==> src/missunit_pkg.sv <==
package missunit_pkg;

  // the last port is the write port
  localparam int unsigned NUM_PORTS    = 3;

  // address split is tag | index | offset
  localparam int unsigned PADDR_WIDTH  = 16;
  localparam int unsigned DATA_WIDTH   = 32;
  localparam int unsigned SET_ASSOC    = 4;
  localparam int unsigned WAY_WIDTH    = 2;
  localparam int unsigned OFFSET_WIDTH = 3;
  localparam int unsigned LINE_WIDTH   = 64;
  localparam int unsigned IDX_WIDTH    = 4;
  localparam int unsigned NUM_LINES    = 16;
  localparam int unsigned TAG_WIDTH    = PADDR_WIDTH - IDX_WIDTH - OFFSET_WIDTH;
  localparam int unsigned TID_WIDTH    = 2;

  // store tracking
  localparam int unsigned MAX_STORES   = 3;
  localparam int unsigned STCNT_WIDTH  = $clog2(MAX_STORES + 1);

  typedef logic [1:0] port_idx_t;

  // FLUSH comes first so that the reset value is the flush state
  typedef enum logic [2:0] {FLUSH, IDLE, DRAIN, STORE_WAIT, LOAD_WAIT} ctrl_state_e;

  typedef enum logic {REQ_LOAD, REQ_STORE} req_type_e;

  typedef enum logic [1:0] {RTRN_LOAD_ACK, RTRN_STORE_ACK, RTRN_OTHER} rtrn_type_e;

  // request of one miss port held stable until acked
  typedef struct packed {
    logic                   we;
    logic                   nc;
    logic [PADDR_WIDTH-1:0] paddr;
    logic [2:0]             size;
    logic [DATA_WIDTH-1:0]  wdata;
    logic [TID_WIDTH-1:0]   id;
    logic [SET_ASSOC-1:0]   vld_bits;
  } miss_req_t;

  // request towards memory
  typedef struct packed {
    req_type_e              rtype;
    logic [TID_WIDTH-1:0]   tid;
    logic                   nc;
    logic [WAY_WIDTH-1:0]   way;
    logic [PADDR_WIDTH-1:0] paddr;
    logic [2:0]             size;
    logic [DATA_WIDTH-1:0]  data;
  } mem_req_t;

  // memory return always carries a full line
  typedef struct packed {
    rtrn_type_e             rtype;
    logic [TID_WIDTH-1:0]   tid;
    logic [LINE_WIDTH-1:0]  data;
  } mem_rtrn_t;

  // write port of the cache memory
  typedef struct packed {
    logic                    vld;
    logic                    nc;
    logic [SET_ASSOC-1:0]    we;
    logic [TAG_WIDTH-1:0]    tag;
    logic [IDX_WIDTH-1:0]    idx;
    logic [LINE_WIDTH-1:0]   data;
    logic [LINE_WIDTH/8-1:0] be;
    logic [SET_ASSOC-1:0]    vld_bits;
  } cl_wr_t;

  // pending read miss
  typedef struct packed {
    logic [PADDR_WIDTH-1:0] paddr;
    logic                   nc;
    logic [TID_WIDTH-1:0]   id;
    logic [WAY_WIDTH-1:0]   repl_way;
    port_idx_t              port;
  } mshr_t;

endpackage
==> src/dcache_missunit.sv <==
`timescale 1ns/1ps

module dcache_missunit (
  input  logic                                                 clk_i,
  input  logic                                                 rst_ni,
  input  logic                                                 enable_i,
  input  logic                                                 flush_i,
  input  logic                                                 wbuffer_empty_i,
  output logic                                                 flush_ack_o,
  output logic                                                 miss_o,
  output logic                                                 cache_en_o,
  input  logic [missunit_pkg::NUM_PORTS-1:0]                   miss_req_i,
  output logic [missunit_pkg::NUM_PORTS-1:0]                   miss_ack_o,
  input  missunit_pkg::miss_req_t [missunit_pkg::NUM_PORTS-1:0] miss_port_i,
  output logic [missunit_pkg::NUM_PORTS-1:0]                   miss_rtrn_vld_o,
  output logic [missunit_pkg::TID_WIDTH-1:0]                   miss_rtrn_id_o,
  output logic                                                 mem_data_req_o,
  input  logic                                                 mem_data_ack_i,
  output missunit_pkg::mem_req_t                               mem_data_o,
  input  logic                                                 mem_rtrn_vld_i,
  input  missunit_pkg::mem_rtrn_t                              mem_rtrn_i,
  output missunit_pkg::cl_wr_t                                 wr_cl_o
);

  // control
  logic                    lock_reqs, mask_reads, req_en, mshr_allocate, flush_en;
  missunit_pkg::req_type_e req_type;
  // arbiter
  logic                    any_req, sel_is_write;
  missunit_pkg::port_idx_t sel_port;
  // MSHR and returns
  logic                               mshr_vld, rdwr_collision, load_ack, flush_done;
  missunit_pkg::mshr_t                mshr;
  logic [missunit_pkg::WAY_WIDTH-1:0] repl_way;
  logic                               store_sent;

  // a store counts as in flight once memory accepts it
  assign store_sent = mem_data_req_o & mem_data_ack_i &
                      (mem_data_o.rtype == missunit_pkg::REQ_STORE);

  miss_ctrl u_miss_ctrl (
    .clk_i, .rst_ni, .enable_i, .flush_i, .wbuffer_empty_i,
    .any_req_i(any_req), .sel_is_write_i(sel_is_write), .mshr_vld_i(mshr_vld),
    .rdwr_collision_i(rdwr_collision), .load_ack_i(load_ack),
    .flush_done_i(flush_done), .mem_data_ack_i,
    .req_en_o(req_en), .req_type_o(req_type), .mshr_allocate_o(mshr_allocate),
    .lock_reqs_o(lock_reqs), .mask_reads_o(mask_reads), .flush_en_o(flush_en),
    .flush_ack_o, .cache_en_o
  );

  miss_arbiter u_miss_arbiter (
    .clk_i, .rst_ni, .miss_req_i, .miss_port_i,
    .lock_reqs_i(lock_reqs), .mask_reads_i(mask_reads), .req_en_i(req_en),
    .req_type_i(req_type), .repl_way_i(repl_way), .mem_data_ack_i,
    .miss_ack_o, .any_req_o(any_req), .sel_port_o(sel_port),
    .sel_is_write_o(sel_is_write), .mem_data_req_o, .mem_data_o
  );

  mshr u_mshr (
    .clk_i, .rst_ni, .mshr_allocate_i(mshr_allocate), .load_ack_i(load_ack),
    .sel_port_i(sel_port), .miss_port_i,
    .mshr_vld_o(mshr_vld), .mshr_o(mshr), .repl_way_o(repl_way),
    .rdwr_collision_o(rdwr_collision), .miss_o
  );

  rtrn_unit u_rtrn_unit (
    .clk_i, .rst_ni, .mem_rtrn_vld_i, .mem_rtrn_i,
    .mshr_vld_i(mshr_vld), .mshr_port_i(mshr.port), .mshr_id_i(mshr.id),
    .store_sent_i(store_sent),
    .load_ack_o(load_ack), .miss_rtrn_vld_o, .miss_rtrn_id_o
  );

  line_writer u_line_writer (
    .clk_i, .rst_ni, .flush_en_i(flush_en), .load_ack_i(load_ack),
    .mshr_i(mshr), .mem_rtrn_i,
    .flush_done_o(flush_done), .wr_cl_o
  );

endmodule

==> src/line_writer.sv <==
`timescale 1ns/1ps

module line_writer (
  input  logic                  clk_i,
  input  logic                  rst_ni,
  input  logic                  flush_en_i,
  input  logic                  load_ack_i,
  input  missunit_pkg::mshr_t   mshr_i,
  input  missunit_pkg::mem_rtrn_t mem_rtrn_i,
  output logic                  flush_done_o,
  output missunit_pkg::cl_wr_t  wr_cl_o
);

  logic [missunit_pkg::IDX_WIDTH-1:0] cnt_d, cnt_q;
  logic                               cl_write_en;
  logic [missunit_pkg::SET_ASSOC-1:0] way_oh;
  logic [missunit_pkg::SET_ASSOC-1:0] cl_we;

  // flush line counter idles at zero
  assign cnt_d        = flush_en_i ? cnt_q + 1'b1 : '0;
  assign flush_done_o = flush_en_i &&
                        (cnt_q == missunit_pkg::IDX_WIDTH'(missunit_pkg::NUM_LINES - 1));

  always_ff @(posedge clk_i or negedge rst_ni) begin
    if (!rst_ni) begin
      cnt_q <= '0;
    end else begin
      cnt_q <= cnt_d;
    end
  end

  // only cacheable returns fill a line
  assign cl_write_en = load_ack_i & ~mshr_i.nc;

  always_comb begin
    way_oh                  = '0;
    way_oh[mshr_i.repl_way] = 1'b1;
  end

  // flush hits every way of the set
  assign cl_we = flush_en_i  ? '1 :
                 cl_write_en ? way_oh : '0;

  assign wr_cl_o.vld      = load_ack_i | (|cl_we);
  assign wr_cl_o.nc       = mshr_i.nc;
  assign wr_cl_o.we       = cl_we;
  assign wr_cl_o.tag      = mshr_i.paddr[missunit_pkg::OFFSET_WIDTH + missunit_pkg::IDX_WIDTH +:
                                         missunit_pkg::TAG_WIDTH];
  assign wr_cl_o.idx      = flush_en_i ? cnt_q :
                            mshr_i.paddr[missunit_pkg::OFFSET_WIDTH +: missunit_pkg::IDX_WIDTH];
  assign wr_cl_o.data     = mem_rtrn_i.data;
  // whole line or nothing
  assign wr_cl_o.be       = cl_write_en ? '1 : '0;
  assign wr_cl_o.vld_bits = (cl_write_en && !flush_en_i) ? way_oh : '0;

endmodule

==> src/rtrn_unit.sv <==
`timescale 1ns/1ps

module rtrn_unit (
  input  logic                               clk_i,
  input  logic                               rst_ni,
  input  logic                               mem_rtrn_vld_i,
  input  missunit_pkg::mem_rtrn_t            mem_rtrn_i,
  input  logic                               mshr_vld_i,
  input  missunit_pkg::port_idx_t            mshr_port_i,
  input  logic [missunit_pkg::TID_WIDTH-1:0] mshr_id_i,
  input  logic                               store_sent_i,
  output logic                               load_ack_o,
  output logic [missunit_pkg::NUM_PORTS-1:0] miss_rtrn_vld_o,
  output logic [missunit_pkg::TID_WIDTH-1:0] miss_rtrn_id_o
);

  logic [missunit_pkg::STCNT_WIDTH-1:0] stores_d, stores_q;
  logic                                 store_ack;

  // decode returns and drop acks without a matching request
  always_comb begin
    load_ack_o      = 1'b0;
    store_ack       = 1'b0;
    miss_rtrn_vld_o = '0;
    if (mem_rtrn_vld_i) begin
      unique case (mem_rtrn_i.rtype)
        missunit_pkg::RTRN_LOAD_ACK: begin
          if (mshr_vld_i) begin
            load_ack_o                   = 1'b1;
            miss_rtrn_vld_o[mshr_port_i] = 1'b1;
          end
        end
        missunit_pkg::RTRN_STORE_ACK: begin
          if (stores_q != '0) begin
            store_ack                                  = 1'b1;
            miss_rtrn_vld_o[missunit_pkg::NUM_PORTS-1] = 1'b1;
          end
        end
        default: begin
        end
      endcase
    end
  end

  // id goes back to the write buffer
  assign miss_rtrn_id_o = mem_rtrn_i.tid;

  // stores in flight
  assign stores_d = (store_ack && store_sent_i) ? stores_q :
                    store_ack                   ? stores_q - 1'b1 :
                    store_sent_i                ? stores_q + 1'b1 : stores_q;

  always_ff @(posedge clk_i or negedge rst_ni) begin
    if (!rst_ni) begin
      stores_q <= '0;
    end else begin
      stores_q <= stores_d;
    end
  end

  a_load_tid: assert property (@(posedge clk_i) disable iff (!rst_ni)
    load_ack_o |-> (mem_rtrn_i.tid == mshr_id_i))
    else $error("load return tid does not match the MSHR");

  // write buffer must not exceed the store limit
  a_store_limit: assert property (@(posedge clk_i) disable iff (!rst_ni)
    (store_sent_i && !store_ack) |-> (stores_q != missunit_pkg::MAX_STORES))
    else $error("too many stores in flight");

endmodule

==> src/mshr.sv <==
`timescale 1ns/1ps

module mshr (
  input  logic                                                 clk_i,
  input  logic                                                 rst_ni,
  input  logic                                                 mshr_allocate_i,
  input  logic                                                 load_ack_i,
  input  missunit_pkg::port_idx_t                              sel_port_i,
  input  missunit_pkg::miss_req_t [missunit_pkg::NUM_PORTS-1:0] miss_port_i,
  output logic                                                 mshr_vld_o,
  output missunit_pkg::mshr_t                                  mshr_o,
  output logic [missunit_pkg::WAY_WIDTH-1:0]                   repl_way_o,
  output logic                                                 rdwr_collision_o,
  output logic                                                 miss_o
);

  missunit_pkg::miss_req_t            sel_req;
  missunit_pkg::mshr_t                mshr_d, mshr_q;
  logic                               mshr_vld_d, mshr_vld_q;
  logic [missunit_pkg::WAY_WIDTH-1:0] inv_way;
  logic                               all_ways_valid;
  logic [7:0]                         lfsr_q;
  logic                               lfsr_step;

  assign sel_req        = miss_port_i[sel_port_i];
  assign all_ways_valid = &sel_req.vld_bits;

  // lowest invalid way of the requested set
  always_comb begin
    inv_way = '0;
    for (int w = missunit_pkg::SET_ASSOC - 1; w >= 0; w--) begin
      if (!sel_req.vld_bits[w]) begin
        inv_way = missunit_pkg::WAY_WIDTH'(w);
      end
    end
  end

  // full set evicts a pseudo-random way
  assign repl_way_o = all_ways_valid ? lfsr_q[missunit_pkg::WAY_WIDTH-1:0] : inv_way;
  assign lfsr_step  = mshr_allocate_i & all_ways_valid;

  // x^8 + x^6 + x^5 + x^4 + 1
  always_ff @(posedge clk_i or negedge rst_ni) begin
    if (!rst_ni) begin
      lfsr_q <= 8'h5a;
    end else if (lfsr_step) begin
      lfsr_q <= {lfsr_q[6:0], lfsr_q[7] ^ lfsr_q[5] ^ lfsr_q[4] ^ lfsr_q[3]};
    end
  end

  // capture the read at allocation
  always_comb begin
    mshr_d = mshr_q;
    if (mshr_allocate_i) begin
      mshr_d.paddr    = sel_req.paddr;
      mshr_d.nc       = sel_req.nc;
      mshr_d.id       = sel_req.id;
      mshr_d.repl_way = repl_way_o;
      mshr_d.port     = sel_port_i;
    end
  end

  // a new allocation wins over the return that frees the entry
  assign mshr_vld_d = mshr_allocate_i ? 1'b1 :
                      load_ack_i      ? 1'b0 : mshr_vld_q;

  always_ff @(posedge clk_i or negedge rst_ni) begin
    if (!rst_ni) begin
      mshr_vld_q <= 1'b0;
      mshr_q     <= '0;
    end else begin
      mshr_vld_q <= mshr_vld_d;
      mshr_q     <= mshr_d;
    end
  end

  assign mshr_vld_o = mshr_vld_q;
  assign mshr_o     = mshr_q;
  assign miss_o     = mshr_allocate_i & ~sel_req.nc;

  // write port line against the pending read line
  assign rdwr_collision_o = mshr_vld_q &&
    (miss_port_i[missunit_pkg::NUM_PORTS-1].paddr[missunit_pkg::PADDR_WIDTH-1:
                                                  missunit_pkg::OFFSET_WIDTH] ==
     mshr_q.paddr[missunit_pkg::PADDR_WIDTH-1:missunit_pkg::OFFSET_WIDTH]);

endmodule

==> src/miss_arbiter.sv <==
`timescale 1ns/1ps

module miss_arbiter (
  input  logic                                                 clk_i,
  input  logic                                                 rst_ni,
  input  logic [missunit_pkg::NUM_PORTS-1:0]                   miss_req_i,
  input  missunit_pkg::miss_req_t [missunit_pkg::NUM_PORTS-1:0] miss_port_i,
  input  logic                                                 lock_reqs_i,
  input  logic                                                 mask_reads_i,
  input  logic                                                 req_en_i,
  input  missunit_pkg::req_type_e                              req_type_i,
  input  logic [missunit_pkg::WAY_WIDTH-1:0]                   repl_way_i,
  input  logic                                                 mem_data_ack_i,
  output logic [missunit_pkg::NUM_PORTS-1:0]                   miss_ack_o,
  output logic                                                 any_req_o,
  output missunit_pkg::port_idx_t                              sel_port_o,
  output logic                                                 sel_is_write_o,
  output logic                                                 mem_data_req_o,
  output missunit_pkg::mem_req_t                               mem_data_o
);

  logic [missunit_pkg::NUM_PORTS-1:0]   req_we;
  logic [missunit_pkg::NUM_PORTS-1:0]   masked_d, masked_q;
  missunit_pkg::miss_req_t              sel_req;
  logic [missunit_pkg::PADDR_WIDTH-1:0] paddr_al;

  always_comb begin
    for (int p = 0; p < missunit_pkg::NUM_PORTS; p++) begin
      req_we[p] = miss_port_i[p].we;
    end
  end

  // frozen while a wait state holds the request
  assign masked_d  = lock_reqs_i  ? masked_q :
                     mask_reads_i ? (miss_req_i & req_we) : miss_req_i;
  assign any_req_o = |masked_d;

  // lowest index wins
  always_comb begin
    sel_port_o = '0;
    for (int p = missunit_pkg::NUM_PORTS - 1; p >= 0; p--) begin
      if (masked_d[p]) begin
        sel_port_o = missunit_pkg::port_idx_t'(p);
      end
    end
  end

  assign sel_req        = miss_port_i[sel_port_o];
  assign sel_is_write_o = sel_req.we;

  // ack goes to the chosen port in the transfer cycle
  always_comb begin
    miss_ack_o             = '0;
    miss_ack_o[sel_port_o] = req_en_i & mem_data_ack_i;
  end

  //////////////////////////////
  // outgoing request
  //////////////////////////////

  // align the address down to the access size
  always_comb begin
    paddr_al = sel_req.paddr;
    for (int b = 0; b < missunit_pkg::OFFSET_WIDTH; b++) begin
      if (b < int'(sel_req.size)) begin
        paddr_al[b] = 1'b0;
      end
    end
  end

  assign mem_data_req_o   = req_en_i;
  assign mem_data_o.rtype = req_type_i;
  assign mem_data_o.tid   = sel_req.id;
  assign mem_data_o.nc    = sel_req.nc;
  assign mem_data_o.way   = repl_way_i;
  assign mem_data_o.paddr = paddr_al;
  assign mem_data_o.size  = sel_req.size;
  assign mem_data_o.data  = sel_req.wdata;

  always_ff @(posedge clk_i or negedge rst_ni) begin
    if (!rst_ni) begin
      masked_q <= '0;
    end else begin
      masked_q <= masked_d;
    end
  end

  // read ports never write
  a_read_ports: assert property (@(posedge clk_i) disable iff (!rst_ni)
    (miss_req_i[missunit_pkg::NUM_PORTS-2:0] & req_we[missunit_pkg::NUM_PORTS-2:0]) == '0)
    else $error("write request on a read port");

  // write port never reads
  a_write_port: assert property (@(posedge clk_i) disable iff (!rst_ni)
    miss_req_i[missunit_pkg::NUM_PORTS-1] |-> req_we[missunit_pkg::NUM_PORTS-1])
    else $error("read request on the write port");

endmodule

==> src/miss_ctrl.sv <==
`timescale 1ns/1ps

module miss_ctrl (
  input  logic                    clk_i,
  input  logic                    rst_ni,
  input  logic                    enable_i,
  input  logic                    flush_i,
  input  logic                    wbuffer_empty_i,
  input  logic                    any_req_i,
  input  logic                    sel_is_write_i,
  input  logic                    mshr_vld_i,
  input  logic                    rdwr_collision_i,
  input  logic                    load_ack_i,
  input  logic                    flush_done_i,
  input  logic                    mem_data_ack_i,
  output logic                    req_en_o,
  output missunit_pkg::req_type_e req_type_o,
  output logic                    mshr_allocate_o,
  output logic                    lock_reqs_o,
  output logic                    mask_reads_o,
  output logic                    flush_en_o,
  output logic                    flush_ack_o,
  output logic                    cache_en_o
);

  missunit_pkg::ctrl_state_e state_d, state_q;
  logic enable_d, enable_q;
  // set when the running flush came from flush_i
  logic flush_ack_d, flush_ack_q;
  logic drained;

  assign cache_en_o = enable_q;
  // nothing left in the write buffer and no read outstanding
  assign drained    = wbuffer_empty_i & ~mshr_vld_i;

  //////////////////////////////
  // next state and outputs
  //////////////////////////////

  always_comb begin
    state_d         = state_q;
    // the cache turns off at once but turns on only through a flush
    enable_d        = enable_q & enable_i;
    flush_ack_d     = flush_ack_q;
    flush_ack_o     = 1'b0;
    flush_en_o      = 1'b0;
    req_en_o        = 1'b0;
    req_type_o      = missunit_pkg::REQ_LOAD;
    mshr_allocate_o = 1'b0;
    lock_reqs_o     = 1'b0;
    // reads wait while the MSHR is busy, unless it frees up in this cycle
    mask_reads_o    = mshr_vld_i & ~load_ack_i;

    unique case (state_q)
      missunit_pkg::IDLE: begin
        if (flush_i || (enable_i && !enable_q)) begin
          flush_ack_d = flush_i;
          state_d     = missunit_pkg::DRAIN;
        end else if (any_req_i) begin
          if (sel_is_write_i) begin
            // write goes straight out unless it hits the pending read line
            if (!rdwr_collision_i) begin
              req_en_o   = 1'b1;
              req_type_o = missunit_pkg::REQ_STORE;
              if (!mem_data_ack_i) begin
                state_d = missunit_pkg::STORE_WAIT;
              end
            end
          end else if (!mshr_vld_i || load_ack_i) begin
            // the single MSHR is allocated on the ack
            req_en_o        = 1'b1;
            req_type_o      = missunit_pkg::REQ_LOAD;
            mshr_allocate_o = mem_data_ack_i;
            if (!mem_data_ack_i) begin
              state_d = missunit_pkg::LOAD_WAIT;
            end
          end
        end
      end

      // hold the store until memory takes it
      missunit_pkg::STORE_WAIT: begin
        lock_reqs_o = 1'b1;
        req_en_o    = 1'b1;
        req_type_o  = missunit_pkg::REQ_STORE;
        if (mem_data_ack_i) begin
          state_d = missunit_pkg::IDLE;
        end
      end

      // hold the load until memory takes it
      missunit_pkg::LOAD_WAIT: begin
        lock_reqs_o = 1'b1;
        req_en_o    = 1'b1;
        req_type_o  = missunit_pkg::REQ_LOAD;
        if (mem_data_ack_i) begin
          mshr_allocate_o = 1'b1;
          state_d         = missunit_pkg::IDLE;
        end
      end

      // stores still drain while new reads are held off
      missunit_pkg::DRAIN: begin
        mask_reads_o = 1'b1;
        if (any_req_i && !rdwr_collision_i) begin
          req_en_o   = 1'b1;
          req_type_o = missunit_pkg::REQ_STORE;
        end
        if (drained) begin
          state_d = missunit_pkg::FLUSH;
        end
      end

      // clear one line per cycle
      missunit_pkg::FLUSH: begin
        flush_en_o = 1'b1;
        if (flush_done_i) begin
          flush_ack_o = flush_ack_q;
          flush_ack_d = 1'b0;
          enable_d    = enable_i;
          state_d     = missunit_pkg::IDLE;
        end
      end

      default: begin
        state_d = missunit_pkg::FLUSH;
      end
    endcase
  end

  always_ff @(posedge clk_i or negedge rst_ni) begin
    if (!rst_ni) begin
      state_q     <= missunit_pkg::FLUSH;
      enable_q    <= 1'b0;
      flush_ack_q <= 1'b0;
    end else begin
      state_q     <= state_d;
      enable_q    <= enable_d;
      flush_ack_q <= flush_ack_d;
    end
  end

  // the MSHR only fills on an accepted load and never over a pending read
  a_alloc_on_ack: assert property (@(posedge clk_i) disable iff (!rst_ni)
    mshr_allocate_o |-> (req_en_o && mem_data_ack_i && (!mshr_vld_i || load_ack_i)))
    else $error("MSHR allocated without an accepted request or over a pending read");

endmodule

==> config.mk <==
export PLATFORM = sky130hd
export DESIGN_NAME = dcache_missunit
export DESIGN_NICKNAME = d
export VERILOG_FILES = /design/src/missunit_pkg.sv /design/src/dcache_missunit.sv /design/src/line_writer.sv /design/src/rtrn_unit.sv /design/src/mshr.sv /design/src/miss_arbiter.sv /design/src/miss_ctrl.sv
export SDC_FILE = /design/constraint.sdc
export NUM_CORES = 1
export LEC_CHECK = 0
export BUFFER_PORTS_ARGS = -buffer_cell sky130_fd_sc_hd__buf_4
export CORE_AREA = 2 2 164 166
export DETAILED_ROUTE_END_ITERATION = 12
export DIE_AREA = 0 0 166 168
export SLEW_MARGIN = 15
export SYNTH_ARGS = -nofsm -noshare
export SYNTH_HDL_FRONTEND = slang
export SYNTH_HIERARCHICAL = 1
export SYNTH_SLANG_ARGS = --single-unit
==> constraint.sdc <==
create_clock -name clk_i -period 5.6 [get_ports clk_i]
set_input_delay 1.12 -clock clk_i [delete_from_list [all_inputs] [get_ports clk_i]]
set_output_delay 1.12 -clock clk_i [all_outputs]
set_load 0.005 [all_outputs]
---- Word-level counts from Yosys, hierarchy flattened ----
Cells that the tools add are included.
storage, ports and cells
  bits in registers ....................... 44
operators by class
  reductions and logical operators ........ 28
  eq/ne operators ......................... 15
  multiplexer cells ....................... 79
  magnitude comparators ................... 9
  $add $sub $neg .......................... 3
  bitwise gates (word level) .............. 19
operators by type and width
  cell                 number
  $bmux 59 s2          1
  $mux 59              1
  $mux 3               14
  $mux 1               37
  $mux 2               11
  $mux 4               5
  $eq 13x13->1         1
  $pmux 3 s4           1
  $logic_and 1x1->1    9
  $lt 2x3->1 const B   3
  $and 1x1->1          8
  $mux 8               1
  $reduce_bool 2->1    4
  $reduce_and 7->1     1
  $and 3x3->3          2
  $demux 1 s2          3
  $eq 3x2->1 const B   2
  $ge 2x1->1 const B   3
  $lt 1x3->1 const A   2
  $ne 2x1->1 const B   3
  $pmux 1 s2           3
  $pmux 1 s3           2
  $not 1->1            5
  $add 4x1->4 const B  1
  other kinds (24)     30

---- Logic depth before layout (Yosys ltp) ----
Gate-level depths: netlist of run 1.
  word-level depth ........................ 22
  mapped depth ............................ 19

---- Modules after synthesis ----
The synthesis of run 1 kept the hierarchy.
modules (own cells, without submodules)
  module           times used  cells each  area each (µm²)
  mshr             1           192         1,856.8
  miss_arbiter     1           215         1,234.9
  line_writer      1           118         945.9
  miss_ctrl        1           48          416.6
  rtrn_unit        1           20          173.9
  dcache_missunit  1           1           6.3

---- Worst setup path after synthesis of run 1 ----
OpenSTA, ideal clock, no wires.
  path kind ............................... input port to output port
  from .................................... input mem_rtrn_i[66] (netlist bit)
  to ...................................... output miss_o
  stages .................................. 17
  data arrival time ....................... 4.238 ns
  slack ................................... 0.242 ns
  required time ........................... 4.480 ns
  path buffers ............................ 4
  cells stage by stage .................... nand4bb_1 -> inv_1 -> inv_1 -> a22o_2 -> nor2b_1 -> o31a_1 -> and3_1 -> buf_2 -> buf_2 -> a22oi_1 -> nand2_1 -> a21oi_1 -> nand3_1 -> a21boi_1 -> clkbuf_1 -> clkbuf_1 -> o211a_1
between the ends
  cells in the longest elaborated chain, start to end .. 18
  elaborated cells between the ends (all ways) .. 22
  those cells by class .................... mux: 15; bitwise: 4; reduce/logical: 3
ends and longest elaborated chain
  what                               line                   source
  start, declared                    dcache_missunit.sv:21  input missunit_pkg::mem_rtrn_t mem_rtrn_i,
  $logic_not 2->1 (*)                rtrn_unit.sv:26        unique case (mem_rtrn_i.rtype)
  $mux 1 (*)                         rtrn_unit.sv:26
  $mux 1 (*)                         rtrn_unit.sv:25        if (mem_rtrn_vld_i) begin
  via load_ack                       dcache_missunit.sv:32  logic mshr_vld, rdwr_collision, load_ack, flush_done;
  $not 1->1 (*)                      miss_ctrl.sv:52        mask_reads_o = mshr_vld_i & ~load_ack_i;
  $and 1x1->1 (*)                    miss_ctrl.sv:52
  $mux 1 (*)                         miss_ctrl.sv:54        unique case (state_q)
  via mask_reads                     dcache_missunit.sv:26  logic lock_reqs, mask_reads, req_en, mshr_allocate, flush_en;
  [6 not listed]                     --
  $mux 59 (not written as such) (*)  miss_arbiter.sv:48     assign sel_req = miss_port_i[sel_port_o];
  via sel_is_write                   dcache_missunit.sv:29  logic any_req, sel_is_write;
  $mux 1 (*)                         miss_ctrl.sv:60        if (sel_is_write_i) begin
  $mux 1 (*)                         miss_ctrl.sv:59        end else if (any_req_i) begin
  $mux 1 (*)                         miss_ctrl.sv:56        if (flush_i || (enable_i && !enable_q)) begin
  $pmux 1 s2 (*)                     miss_ctrl.sv:54
  via mshr_allocate                  dcache_missunit.sv:26
  $and 1x1->1 (*)                    mshr.sv:79             assign miss_o = mshr_allocate_i & ~sel_req.nc;
  end, declared                      dcache_missunit.sv:10  output logic miss_o,
The timed path passes the listed nets; every way through them passes the cells marked *. The select of a mux whose other input is x is not followed.

---- Final worst setup path of run 1 ----
  from .................................... input mem_rtrn_i[66] (netlist bit)
  to ...................................... output miss_ack_o[0] (netlist bit)
between the ends
  cells in the longest elaborated chain, start to end .. 19
  elaborated cells between the ends (all ways) .. 29
  those cells by class .................... order compare: 2; mux: 18; bitwise: 4; reduce/logical: 5
ends and longest elaborated chain
  what                               line                   source
  $logic_not 2->1 (*)                rtrn_unit.sv:26
  $mux 1 (*)                         rtrn_unit.sv:26
  $mux 1 (*)                         rtrn_unit.sv:25
  via load_ack                       dcache_missunit.sv:32
  $not 1->1 (*)                      miss_ctrl.sv:52
  $and 1x1->1 (*)                    miss_ctrl.sv:52
  $mux 1 (*)                         miss_ctrl.sv:54
  via mask_reads                     dcache_missunit.sv:26
  [5 not listed]                     --
  via sel_port[1]                    dcache_missunit.sv:30  missunit_pkg::port_idx_t sel_port;
  [1 not listed]                     --
  $mux 59 (not written as such) (*)  miss_arbiter.sv:48
  via sel_is_write                   dcache_missunit.sv:29
  $mux 1 (*)                         miss_ctrl.sv:60
  $mux 1 (*)                         miss_ctrl.sv:59
  $mux 1 (*)                         miss_ctrl.sv:56
  $pmux 1 s3 (*)                     miss_ctrl.sv:54
  $and 1x1->1 (*)                    miss_arbiter.sv:54     miss_ack_o[sel_port_o] = req_en_i & mem_data_ack_i;
  $and 3x3->3 (no line) (*)          --
  end, declared                      dcache_missunit.sv:13  output logic [missunit_pkg::NUM_PORTS-1:0] miss_ack_o,
Marks and branches as above.

==> summary.txt, run 1 <==
Layout area overhead: 47.08%
dpl cell area: 6259 sq um
Final Hold Viols: 0
routed length per instance: 19.36 microns
worst slew pin tran: 0.5907 ns
postcts setup bufs: 0
Final period util: 0.9437
die area: 27,890 sq um
fillers: 2,919
detailed placement HPWL: 17,900 microns
share of cells above drive strength 1: 0.4607
gr busiest metal: met2
Die Height: 168 microns
sw power: 917.4 uW
clock share of power: 0.152
clock sink count: 41
Slew Viols, Final: 0
met3 Use GR: 0.04184
clk_lat worst skew: 0.29 ns
Synth Net Count: 820
routing usage on met1: 0.1559
antenna violations before repair: 4
WS Path Type: input port to primary output
CP max FO: 10
Worst Setup Start Kind: input port
mapped cell area: 4372 sq um
hold crit path type: register to register
switching share of power: 0.4176
gpl congestion: 0.8884
Comb pwr share: 0.616
Detailed Route Iter0 Violations: 202
first-pass GRT wire length: 29,680 microns
Vias: 4,700
Port Buffer Count: 286
Final setup viols: 0
Max Fclk: 189.2 MHz
Slew headroom: 0.6062
CP required: 4.48 ns
number of global-route vias before repair: 4,624
pin count of the biggest net entering global routing: 42
Syn Inst Count: 564
Power Dens Cells: 341.6 nW/um^2
ANT nets after route: 0
Starting Density: 0.1659
CTS tree: built
Leak Pwr: 3.194 nW
status: completed
Layout Skew: 0.009606 ns
Int Power: 1.279 mW
Worst Path Arrival: 4.16 ns
min Tclk post-route: 5.285 ns
Worst-path clk slew: 0.06 ns
CTS Hold Bufs: 0
Seq pwr share: 0.232
Total GRT Usage: 0.1422
Root Buffer: clkbuf_16
syn_area_per_cell: 7.751 sq um
first drt pass iteration count: 5
total power: 2.197 mW
H-tree Lvls: 2
core area: 26,350 sq um
vias per inst: 4.292
post-cts resize count: 0
Routed WL: 21,200 microns
Num CTS Buffers: 5
Site Rows: 60
Clock Tree Buf Depth: 2
CP endpoint kind: primary output
chip width: 166 microns
final net count: 1,006
Design Area, Final: 6430 sq um
GR met2 Demand/Resource: 0.2587
Max Cap Viol: 0
RSZ-0062 raised after global routing: false
setup TNS: 0 ns
Ports: 419
grt ovf: 0
Residual DRC: 0
peak supply drop: 148.0 uV
Syn. warnings: 6
[worst paths after layout]
path / from / endpoint / slack, ns / depth (start not counted)
worst max-delay path: mem_rtrn_i[66] / miss_ack_o[0] / 0.32 / 15
worst min-delay path: u_line_writer/cnt_q[0] / u_line_writer/cnt_q[0] / 0.50 / 1
worst max register to register: u_mshr/mshr_vld_o / u_mshr/lfsr_q[7] / 1.63 / 15
worst min register to register: u_line_writer/cnt_q[0] / u_line_writer/cnt_q[0] / 0.50 / 1
max in group asynchronous: rst_ni / u_miss_ctrl/state_q[1] / 4.37 / 1
min in group asynchronous: rst_ni / u_mshr/mshr_o[3] / 0.83 / 1
[through the flow]
step                instances  hold slack [ns]  setup slack, ns  utilization
CTS                      1092           0.4987           0.3387       0.2437
floorplan                 564           0.4457           0.2676            -
detailed placement       1084           0.4890           0.3494       0.2375
global route             1095           0.5246           0.1717       0.2440
global placement         1084           0.4743           0.3651       0.2375
finish                   1095           0.4972           0.3152       0.2440
[registers in the layout (all words and copies together), names as in the netlist]
name                     count
u_miss_ctrl/cache_en_o       1
u_line_writer/cnt_q          4
u_mshr/lfsr_q                8
u_miss_ctrl/state_q          3
u_rtrn_unit/stores_q         2
u_miss_ctrl/flush_ack_q      1
u_miss_arbiter/masked_q      3
u_mshr/mshr_o               18
u_mshr/mshr_vld_o            1
[power by group through the flow]
stage	clock, mW	combinational, mW	sequential, mW
2_1_floorplan	0	0.805	0.476
3_3_place_gp	0	1.36	0.515
3_5_place_dp	0	1.37	0.517
4_1_cts	0.345	1.38	0.513
5_1_grt	0.358	1.49	0.528
6_report	0.333	1.35	0.510
[layout by cell type, fill, tap and decap left out, types with 4 or more instances in the layout]
cell type  instances
o21ai_0            5
nor2b_1           10
nor3_1             4
o2bb2ai_1          5
inv_1              9
dfstp_2            4
nand4_1            5
nor2_1            34
clkbuf_16          5
dfrtp_1           37
mux2i_1           20
a22oi_1           50
buf_4            297
a21oi_1           30
xnor2_1           13
nand2_1          117
and2_1             5
xor2_1             6
and3_1             6
mux2_2            14
a21o_1             5
nand3_1            4
[routing by layer]
metal,up-vias,routed length (microns)
li1,2252,-
met1,2186,8038
met2,241,10890
met3,21,1717
met4,0,557
met5,-,0
[worst max-delay path: stages]
cell,delay (ns)
buf_4,0.11
nand4bb_1,0.22
inv_1,0.14
inv_1,0.08
a22o_2,0.28
nor2b_1,0.13
o31a_1,0.33
and3_4,0.28
a22oi_1,0.20
nand2_1,0.18
or3b_1,0.41
nand4_1,0.11
nand3_1,0.20
and3_1,0.24
buf_4,0.13
[final cells by class]
| class | instances | area (sq um) | area share |
|---|---|---|---|
| Multi-Input combinational cell | 393 | 2526 | 0.3929 |
| Timing Repair Buffer | 297 | 2230 | 0.3468 |
| Sequential cell | 41 | 1031 | 0.1603 |
| Tap cell | 341 | 426.7 | 0.06636 |
| Clock buffer | 6 | 128.9 | 0.02004 |
| Inverter | 12 | 45.04 | 0.007005 |
| Clock inverter | 2 | 35.03 | 0.005449 |
| Antenna cell | 3 | 7.507 | 0.001168 |
Power figures use the tool's default switching activity.
==> run 2, diff against run 1 <==
--- a/config.mk
+++ b/config.mk
@@ -9,6 +9,7 @@
 export CORE_AREA = 2 2 164 166
 export DETAILED_ROUTE_END_ITERATION = 12
 export DIE_AREA = 0 0 166 168
+export REMOVE_ABC_BUFFERS = 1
 export SLEW_MARGIN = 15
 export SYNTH_ARGS = -nofsm -noshare
 export SYNTH_HDL_FRONTEND = slang
==> run 2 against run 1 <==
Against the previous run: wire length increased by 42%; total power fell by 1.1%; hold slack improved by 0.0043 ns; fmax grew 2.0%; global-route usage up 6.4 points; largest cell class unchanged; die area unchanged; clock power fell by 4%; sequential cell count unchanged; core utilization shrank 0.090 points; first-iteration DRC count up 46%; critical path depth down 3; cell count shrank 0.27%.
==> summary.txt, run 2 (synthesized netlist as in run 1, its figures left out) <==
Worst Setup Start Kind: input port (unchanged)
number of global-route vias before repair: 4,700 (was 4,624)
Int Power: 1.253 mW (was 1.279 mW)
Starting Density: 0.1659 (unchanged)
Leak Pwr: 3.183 nW (was 3.194 nW)
ANT nets after route: 0 (unchanged)
share of cells above drive strength 1: 0.4606 (was 0.4607)
RSZ-0062 raised after global routing: false (unchanged)
Vias: 4,753 (was 4,700)
Max Cap Viol: 0 (unchanged)
clock sink count: 41 (unchanged)
CP max FO: 63 (was 10)
commonest non-fill, non-tap cells in the layout: buf_4 (295), nand2_1 (117), a22oi_1 (50), dfrtp_1 (37), nor2_1 (34) (was buf_4 (297), nand2_1 (117), a22oi_1 (50), dfrtp_1 (37), nor2_1 (34))
Slew Viols, Final: 0 (unchanged)
sw power: 919.6 uW (was 917.4 uW)
post-cts resize count: 0 (unchanged)
worst slew pin tran: 0.7940 ns (was 0.5907 ns)
hold crit path type: register to register (unchanged)
clk_lat worst skew: 0.30 ns (was 0.29 ns)
Clock Tree Buf Depth: 2 (unchanged)
die area: 27,890 sq um (unchanged)
Comb pwr share: 0.618 (was 0.616)
final worst slack: 0.4207 ns (was 0.3152 ns)
H-tree Lvls: 2 (unchanged)
WS Path Type: input port to primary output (unchanged)
routed length per instance: 27.55 microns (was 19.36 microns)
Layout Skew: 0.004885 ns (was 0.009606 ns)
Residual DRC: 0 (unchanged)
vias per inst: 4.353 (was 4.292)
postcts setup bufs: 0 (unchanged)
Slew headroom: 0.4707 (was 0.6062)
CTS Hold Bufs: 0 (unchanged)
switching share of power: 0.4233 (was 0.4176)
first-pass GRT wire length: 39,740 microns (was 29,680 microns)
Die Height: 168 microns (unchanged)
placed cell count: 1,082 (was 1,084)
Root Buffer: clkbuf_16 (unchanged)
Max Fclk: 193.1 MHz (was 189.2 MHz)
Power Dens Cells: 339.1 nW/um^2 (was 341.6 nW/um^2)
final net count: 1,004 (was 1,006)
Num CTS Buffers: 5 (unchanged)
peak supply drop: 129.6 uV (was 148.0 uV)
Final Hold Viols: 0 (unchanged)
antenna violations before repair: 5 (was 4)
gpl congestion: 0.9226 (was 0.8884)
Final setup viols: 0 (unchanged)
Ports: 419 (unchanged)
Worst-path clk slew: 0.06 ns (about the same)
Layout area overhead: 46.54% (was 47.08%)
Final period util: 0.9249 (was 0.9437)
fillers: 2,887 (was 2,919)
Total GRT Usage: 0.2059 (was 0.1422)
Place WS: 0.4191 ns (was 0.3494 ns)
Routed WL: 30,080 microns (was 21,200 microns)
Port Buffer Count: 286 (unchanged)
core area: 26,350 sq um (unchanged)
pin count of the biggest net entering global routing: 64 (was 42)
Site Rows: 60 (unchanged)
Final Non-Filler Cells: 1,092 (was 1,095)
clock share of power: 0.148 (was 0.152)
Util after Layout: 0.2431 (was 0.2440)
grt ovf: 0 (unchanged)
CP endpoint kind: primary output (unchanged)
first drt pass iteration count: 5 (unchanged)
detailed placement HPWL: 26,470 microns (was 17,900 microns)
chip width: 166 microns (unchanged)
Seq pwr share: 0.234 (was 0.232)
Largest register FFs: 18 (unchanged)
Worst Path Arrival: 4.06 ns (was 4.16 ns)
commonest non-fill, non-tap cell in the layout: buf_4 (unchanged)
CP required: 4.48 ns (about the same)
status: completed (unchanged)
min Tclk post-route: 5.179 ns (was 5.285 ns)
Detailed Route Iter0 Violations: 295 (was 202)
CTS tree: built (unchanged)
[run 2: cell types whose count changed in the layout (fill, tap and decap cells not counted)]
cell | before | now
bufinv_16 | 1 | 0
clkbuf_8 | 0 | 2
diode_2 | 3 | 2
clkbuf_1 | 1 | 0
buf_4 | 297 | 295
[run 2: per-layer routing]
metal  up-vias  part of all wire  global-route usage
li1       2251                 -                   -
met1      2147              0.29              0.1688
met4         6             0.014             0.03403
met2       328              0.48              0.3540
met3        21              0.22              0.2083
met5         -            0.0014                   0
[run 2: area by class of cell]
type	instances	area, sq um	area share
Clock buffer	7	152.6	0.02383
Multi-Input combinational cell	393	2526	0.3943
Antenna cell	2	5.005	0.0007813
Inverter	12	45.04	0.007031
Clock inverter	1	5.005	0.0007813
Timing Repair Buffer	295	2215	0.3457
Sequential cell	41	1031	0.1609
Tap cell	341	426.7	0.06660
[run 2: power by group through the flow]
stage | registers [mW] | logic [mW] | clock network (mW)
4_1_cts | 0.508 | 1.36 | 0.332
2_1_floorplan | 0.483 | 0.665 | 0
3_5_place_dp | 0.511 | 1.36 | 0
5_1_grt | 0.525 | 1.46 | 0.345
6_report | 0.508 | 1.34 | 0.321
3_3_place_gp | 0.509 | 1.34 | 0
[run 2: worst paths after layout]
check                             startpoint                 endpoint  slack (ns)  cells after the start
max in group asynchronous             rst_ni        u_mshr/mshr_o[13]        4.36                      1
min reg2reg                 u_mshr/lfsr_q[2]         u_mshr/lfsr_q[3]        0.50                      1
max reg2reg                u_mshr/mshr_vld_o         u_mshr/lfsr_q[7]        1.70                     15
max                           mem_rtrn_i[66]           mem_data_o[36]        0.42                     12
min                         u_mshr/lfsr_q[2]         u_mshr/lfsr_q[3]        0.50                      1
min in group asynchronous             rst_ni  u_rtrn_unit/stores_q[0]        0.82                      1
[run 2: metrics by stage]
stage | area, sq um | power (mW) | setup TNS (ns) | hold slack, ns
after floorplan | 3576 | 1.148 | -10.43 | 0.4463
after global placement | 6243 | 1.847 | 0 | 0.4735
after detailed placement | 6243 | 1.866 | 0 | 0.4924
after CTS | 6401 | 2.199 | 0 | 0.5040
after global routing | 6404 | 2.331 | 0 | 0.5209
final | 6406 | 2.172 | 0 | 0.5014
[run 2: critical path, cell delays in order]
cell	delay, ns
buf_4	0.11
nand4bb_1	0.23
inv_1	0.14
inv_1	0.07
a22o_2	0.28
nor2b_1	0.16
o21ai_4	0.32
and3_4	0.27
buf_4	0.60
nor3_1	0.11
a2111oi_1	0.45
buf_4	0.19
==> run 3, diff against run 2 <==
--- a/config.mk
+++ b/config.mk
@@ -6,9 +6,9 @@
 export NUM_CORES = 1
 export LEC_CHECK = 0
 export BUFFER_PORTS_ARGS = -buffer_cell sky130_fd_sc_hd__buf_4
-export CORE_AREA = 2 2 164 166
+export CORE_AREA = 2 2 163 165
 export DETAILED_ROUTE_END_ITERATION = 12
-export DIE_AREA = 0 0 166 168
+export DIE_AREA = 0 0 165 167
 export REMOVE_ABC_BUFFERS = 1
 export SLEW_MARGIN = 15
 export SYNTH_ARGS = -nofsm -noshare
==> constraint.sdc (replaced) <==
create_clock -name clk_i -period 4.35 [get_ports clk_i]
set_input_delay 0.87 -clock clk_i [delete_from_list [all_inputs] [get_ports clk_i]]
set_output_delay 0.87 -clock clk_i [all_outputs]
set_load 0.1 [all_outputs]
==> run 3 against run 2 <==
Against the previous run: the run now ends with setup timing left; sequential cell count stayed put; register-to-register slack worse by 0.95 ns; critical path depth is 3 higher; clock power grew 18%; non-clock buffer count is 24 higher; first-iteration DRC count shrank 13%; via count grew 2.4%; core utilization up 2.1 points; design area up 6.1%; total power is 130% higher; count of clock-buffer cells in the layout is 1 higher; sequential power is 28% higher; critical endpoint is now miss_ack_o[2]; largest cell class unchanged.
==> summary.txt, run 3 (synthesized netlist as in run 1, its figures left out) <==
clk_lat worst skew: 0.29 ns (was 0.30 ns)
critical hold path startpoint: u_mshr/lfsr_q[2] (unchanged)
min Tclk post-route: 4.353 ns
CTS Hold Bufs: 0 (unchanged)
ANT nets after route: 0 (unchanged)
number of global-route vias before repair: 4,719 (was 4,700)
Layout area overhead: 55.50% (was 46.54%)
CP max FO: 5 (was 63)
RSZ-0062 raised after global routing: true (was false)
peak supply drop: 473.5 uV (was 129.6 uV)
vias per inst: 4.367 (was 4.353)
Routed WL: 31,470 microns (was 30,080 microns)
Slew headroom: 0.6039 (was 0.4707)
final net count: 1,028 (was 1,004)
total power: 5.087 mW (was 2.172 mW)
gpl congestion: 0.8722 (was 0.9226)
Max Fclk: 229.7 MHz
Sequential Area: 1031 sq um (unchanged)
Final period util: 1.001
detailed placement HPWL: 27,520 microns (was 26,470 microns)
worst slew pin tran: 0.5941 ns (was 0.7940 ns)
commonest non-fill, non-tap cell in the layout: buf_4 (unchanged)
R2R Setup Slk: 0.75 ns (was 1.70 ns)
CP endpoint kind: primary output (unchanged)
CTS tree: built (unchanged)
Clock Tree Buf Depth: 2 (unchanged)
die area: 27,560 sq um (was 27,890 sq um)
WS Path Type: input port to primary output (unchanged)
failing checks: setup timing
Total GRT Usage: 0.2153 (was 0.2059)
first-pass GRT wire length: 40,120 microns (was 39,740 microns)
status: finished, violations left (was completed)
multi-input logic area: 2616 sq um (was 2526 sq um)
final worst slack: -0.002774 ns (was 0.4207 ns)
Root Buffer: clkbuf_16 (unchanged)
hold crit path type: register to register (unchanged)
Slew Viols, Final: 0 (unchanged)
Port Buffer Count: 286 (unchanged)
Worst R2R Start: u_miss_ctrl/state_q[0] (was u_mshr/mshr_vld_o)
crit path from: mem_rtrn_i[66] (unchanged)
first drt pass iteration count: 4 (was 5)
Num CTS Buffers: 5 (unchanged)
Vias: 4,865 (was 4,753)
antenna violations before repair: 6 (was 5)
hold path cells: 1 (unchanged)
Max Cap Viol: 0 (unchanged)
Site Rows: 59 (was 60)
chip width: 165 microns (was 166 microns)
routed length per instance: 28.25 microns (was 27.55 microns)
Worst-path clk slew: 0.05 ns (was 0.06 ns)
Largest register FFs: 18 (unchanged)
clock sink count: 41 (unchanged)
commonest non-fill, non-tap cells in the layout: buf_4 (305), nand2_1 (114), a22oi_1 (49), dfrtp_1 (37), nor2_1 (34) (was buf_4 (295), nand2_1 (117), a22oi_1 (50), dfrtp_1 (37), nor2_1 (34))
Worst Hold End: u_mshr/lfsr_q[2] (was u_mshr/lfsr_q[3])
Critical R2R Capture: u_mshr/lfsr_q[7] (unchanged)
Place WS: -0.1947 ns (was 0.4191 ns)
Layout Skew: 0.008773 ns (was 0.004885 ns)
grt ovf: 0 (unchanged)
H-tree Lvls: 2 (unchanged)
r2r worst-path depth: 13 (was 15)
Detailed Route Iter0 Violations: 257 (was 295)
core area: 25,760 sq um (was 26,350 sq um)
Power Dens Cells: 748.3 nW/um^2 (was 339.1 nW/um^2)
Fin Hold WS: 0.5012 ns (was 0.5014 ns)
fillers: 2,832 (was 2,887)
Ports: 419 (unchanged)
Starting Density: 0.1697 (was 0.1659)
Die Height: 167 microns (was 168 microns)
pin count of the biggest net entering global routing: 64 (unchanged)
Final Hold Viols: 0 (unchanged)
Leak Pwr: 3.345 nW (was 3.183 nW)
Final setup viols: 2 (was 0)
CP required: 3.48 ns (was 4.48 ns)
Residual DRC: 0 (unchanged)
Worst Path Arrival: 3.48 ns (was 4.06 ns)
Worst Setup Start Kind: input port (unchanged)
share of cells above drive strength 1: 0.4994 (was 0.4606)
-- run 3: changes by cell type in the layout (fill, tap and decap cells not counted), sizes merged --
| cell | before | now |
|---|---|---|
| clkbuf | 7 | 9 |
| clkinv | 1 | 0 |
| buf | 295 | 318 |
| diode | 2 | 6 |
-- run 3: timing repair --
action,CTS,global route
gates resized for setup,23,22
pin swaps,12,14
gates cloned,0,1
setup endpoints to repair,8,10
setup buffers,0,4
endpoints found under the hold margin,0,0
-- run 3: report_power, final --
group	switching (mW)	internal [mW]
Sequential	0.144	0.507
Combinational	3.02	1.03
Clock	0.151	0.229
-- run 3: cell type report --
class	instances	area share
clock buffer	8	0.02154
multi-input combinational	393	0.3849
sequential	41	0.1517
timing repair buffer	319	0.3714
inverter	12	0.006626
tap	335	0.06166
antenna	6	0.002209
-- run 3: worst max path at each step --
stage               slack [ns]  cells after the start              to
floorplan                -8.09                      3     wr_cl_o[10]
global route             -0.09                     15   miss_ack_o[2]
detailed placement       -0.19                     13  mem_data_o[36]
global placement         -0.13                     15   miss_ack_o[2]
finish                  -0.003                     15   miss_ack_o[2]
CTS                      0.008                     15   miss_ack_o[1]
-- run 3: critical path, cell delays in order --
cell and delay [ns]:
buf_6 0.09, nand4bb_4 0.21, inv_2 0.09, inv_2 0.04, a22o_4 0.25, nor2b_4 0.12, o31a_1 0.25, and3_4 0.22
a22oi_2 0.20, nand2_2 0.08, or3b_1 0.38, nand4_1 0.14, nand3_2 0.14, and3_4 0.22, buf_12 0.16
-- run 3: metrics by stage --
step | setup TNS (ns) | cell area, sq um | utilization | instances
final | -0.003693 | 6798 | 0.2639 | 1114
after global routing | -0.3296 | 6783 | 0.2633 | 1108
after CTS | 0 | 6639 | 0.2577 | 1103
after detailed placement | -1.081 | 6391 | 0.2481 | 1095
after global placement | -0.6865 | 6391 | 0.2481 | 1095
after floorplan | -186.48 | 3576 | - | 446
-- run 3: routing by layer --
| metal | wire (microns) | vias to the layer above | global-route usage |
|---|---|---|---|
| met5 | 30 | - | 0 |
| met4 | 339 | 4 | 0.02987 |
| met3 | 7077 | 15 | 0.2182 |
| met2 | 15560 | 301 | 0.3783 |
| met1 | 8461 | 2245 | 0.1694 |
| li1 | - | 2300 | - |
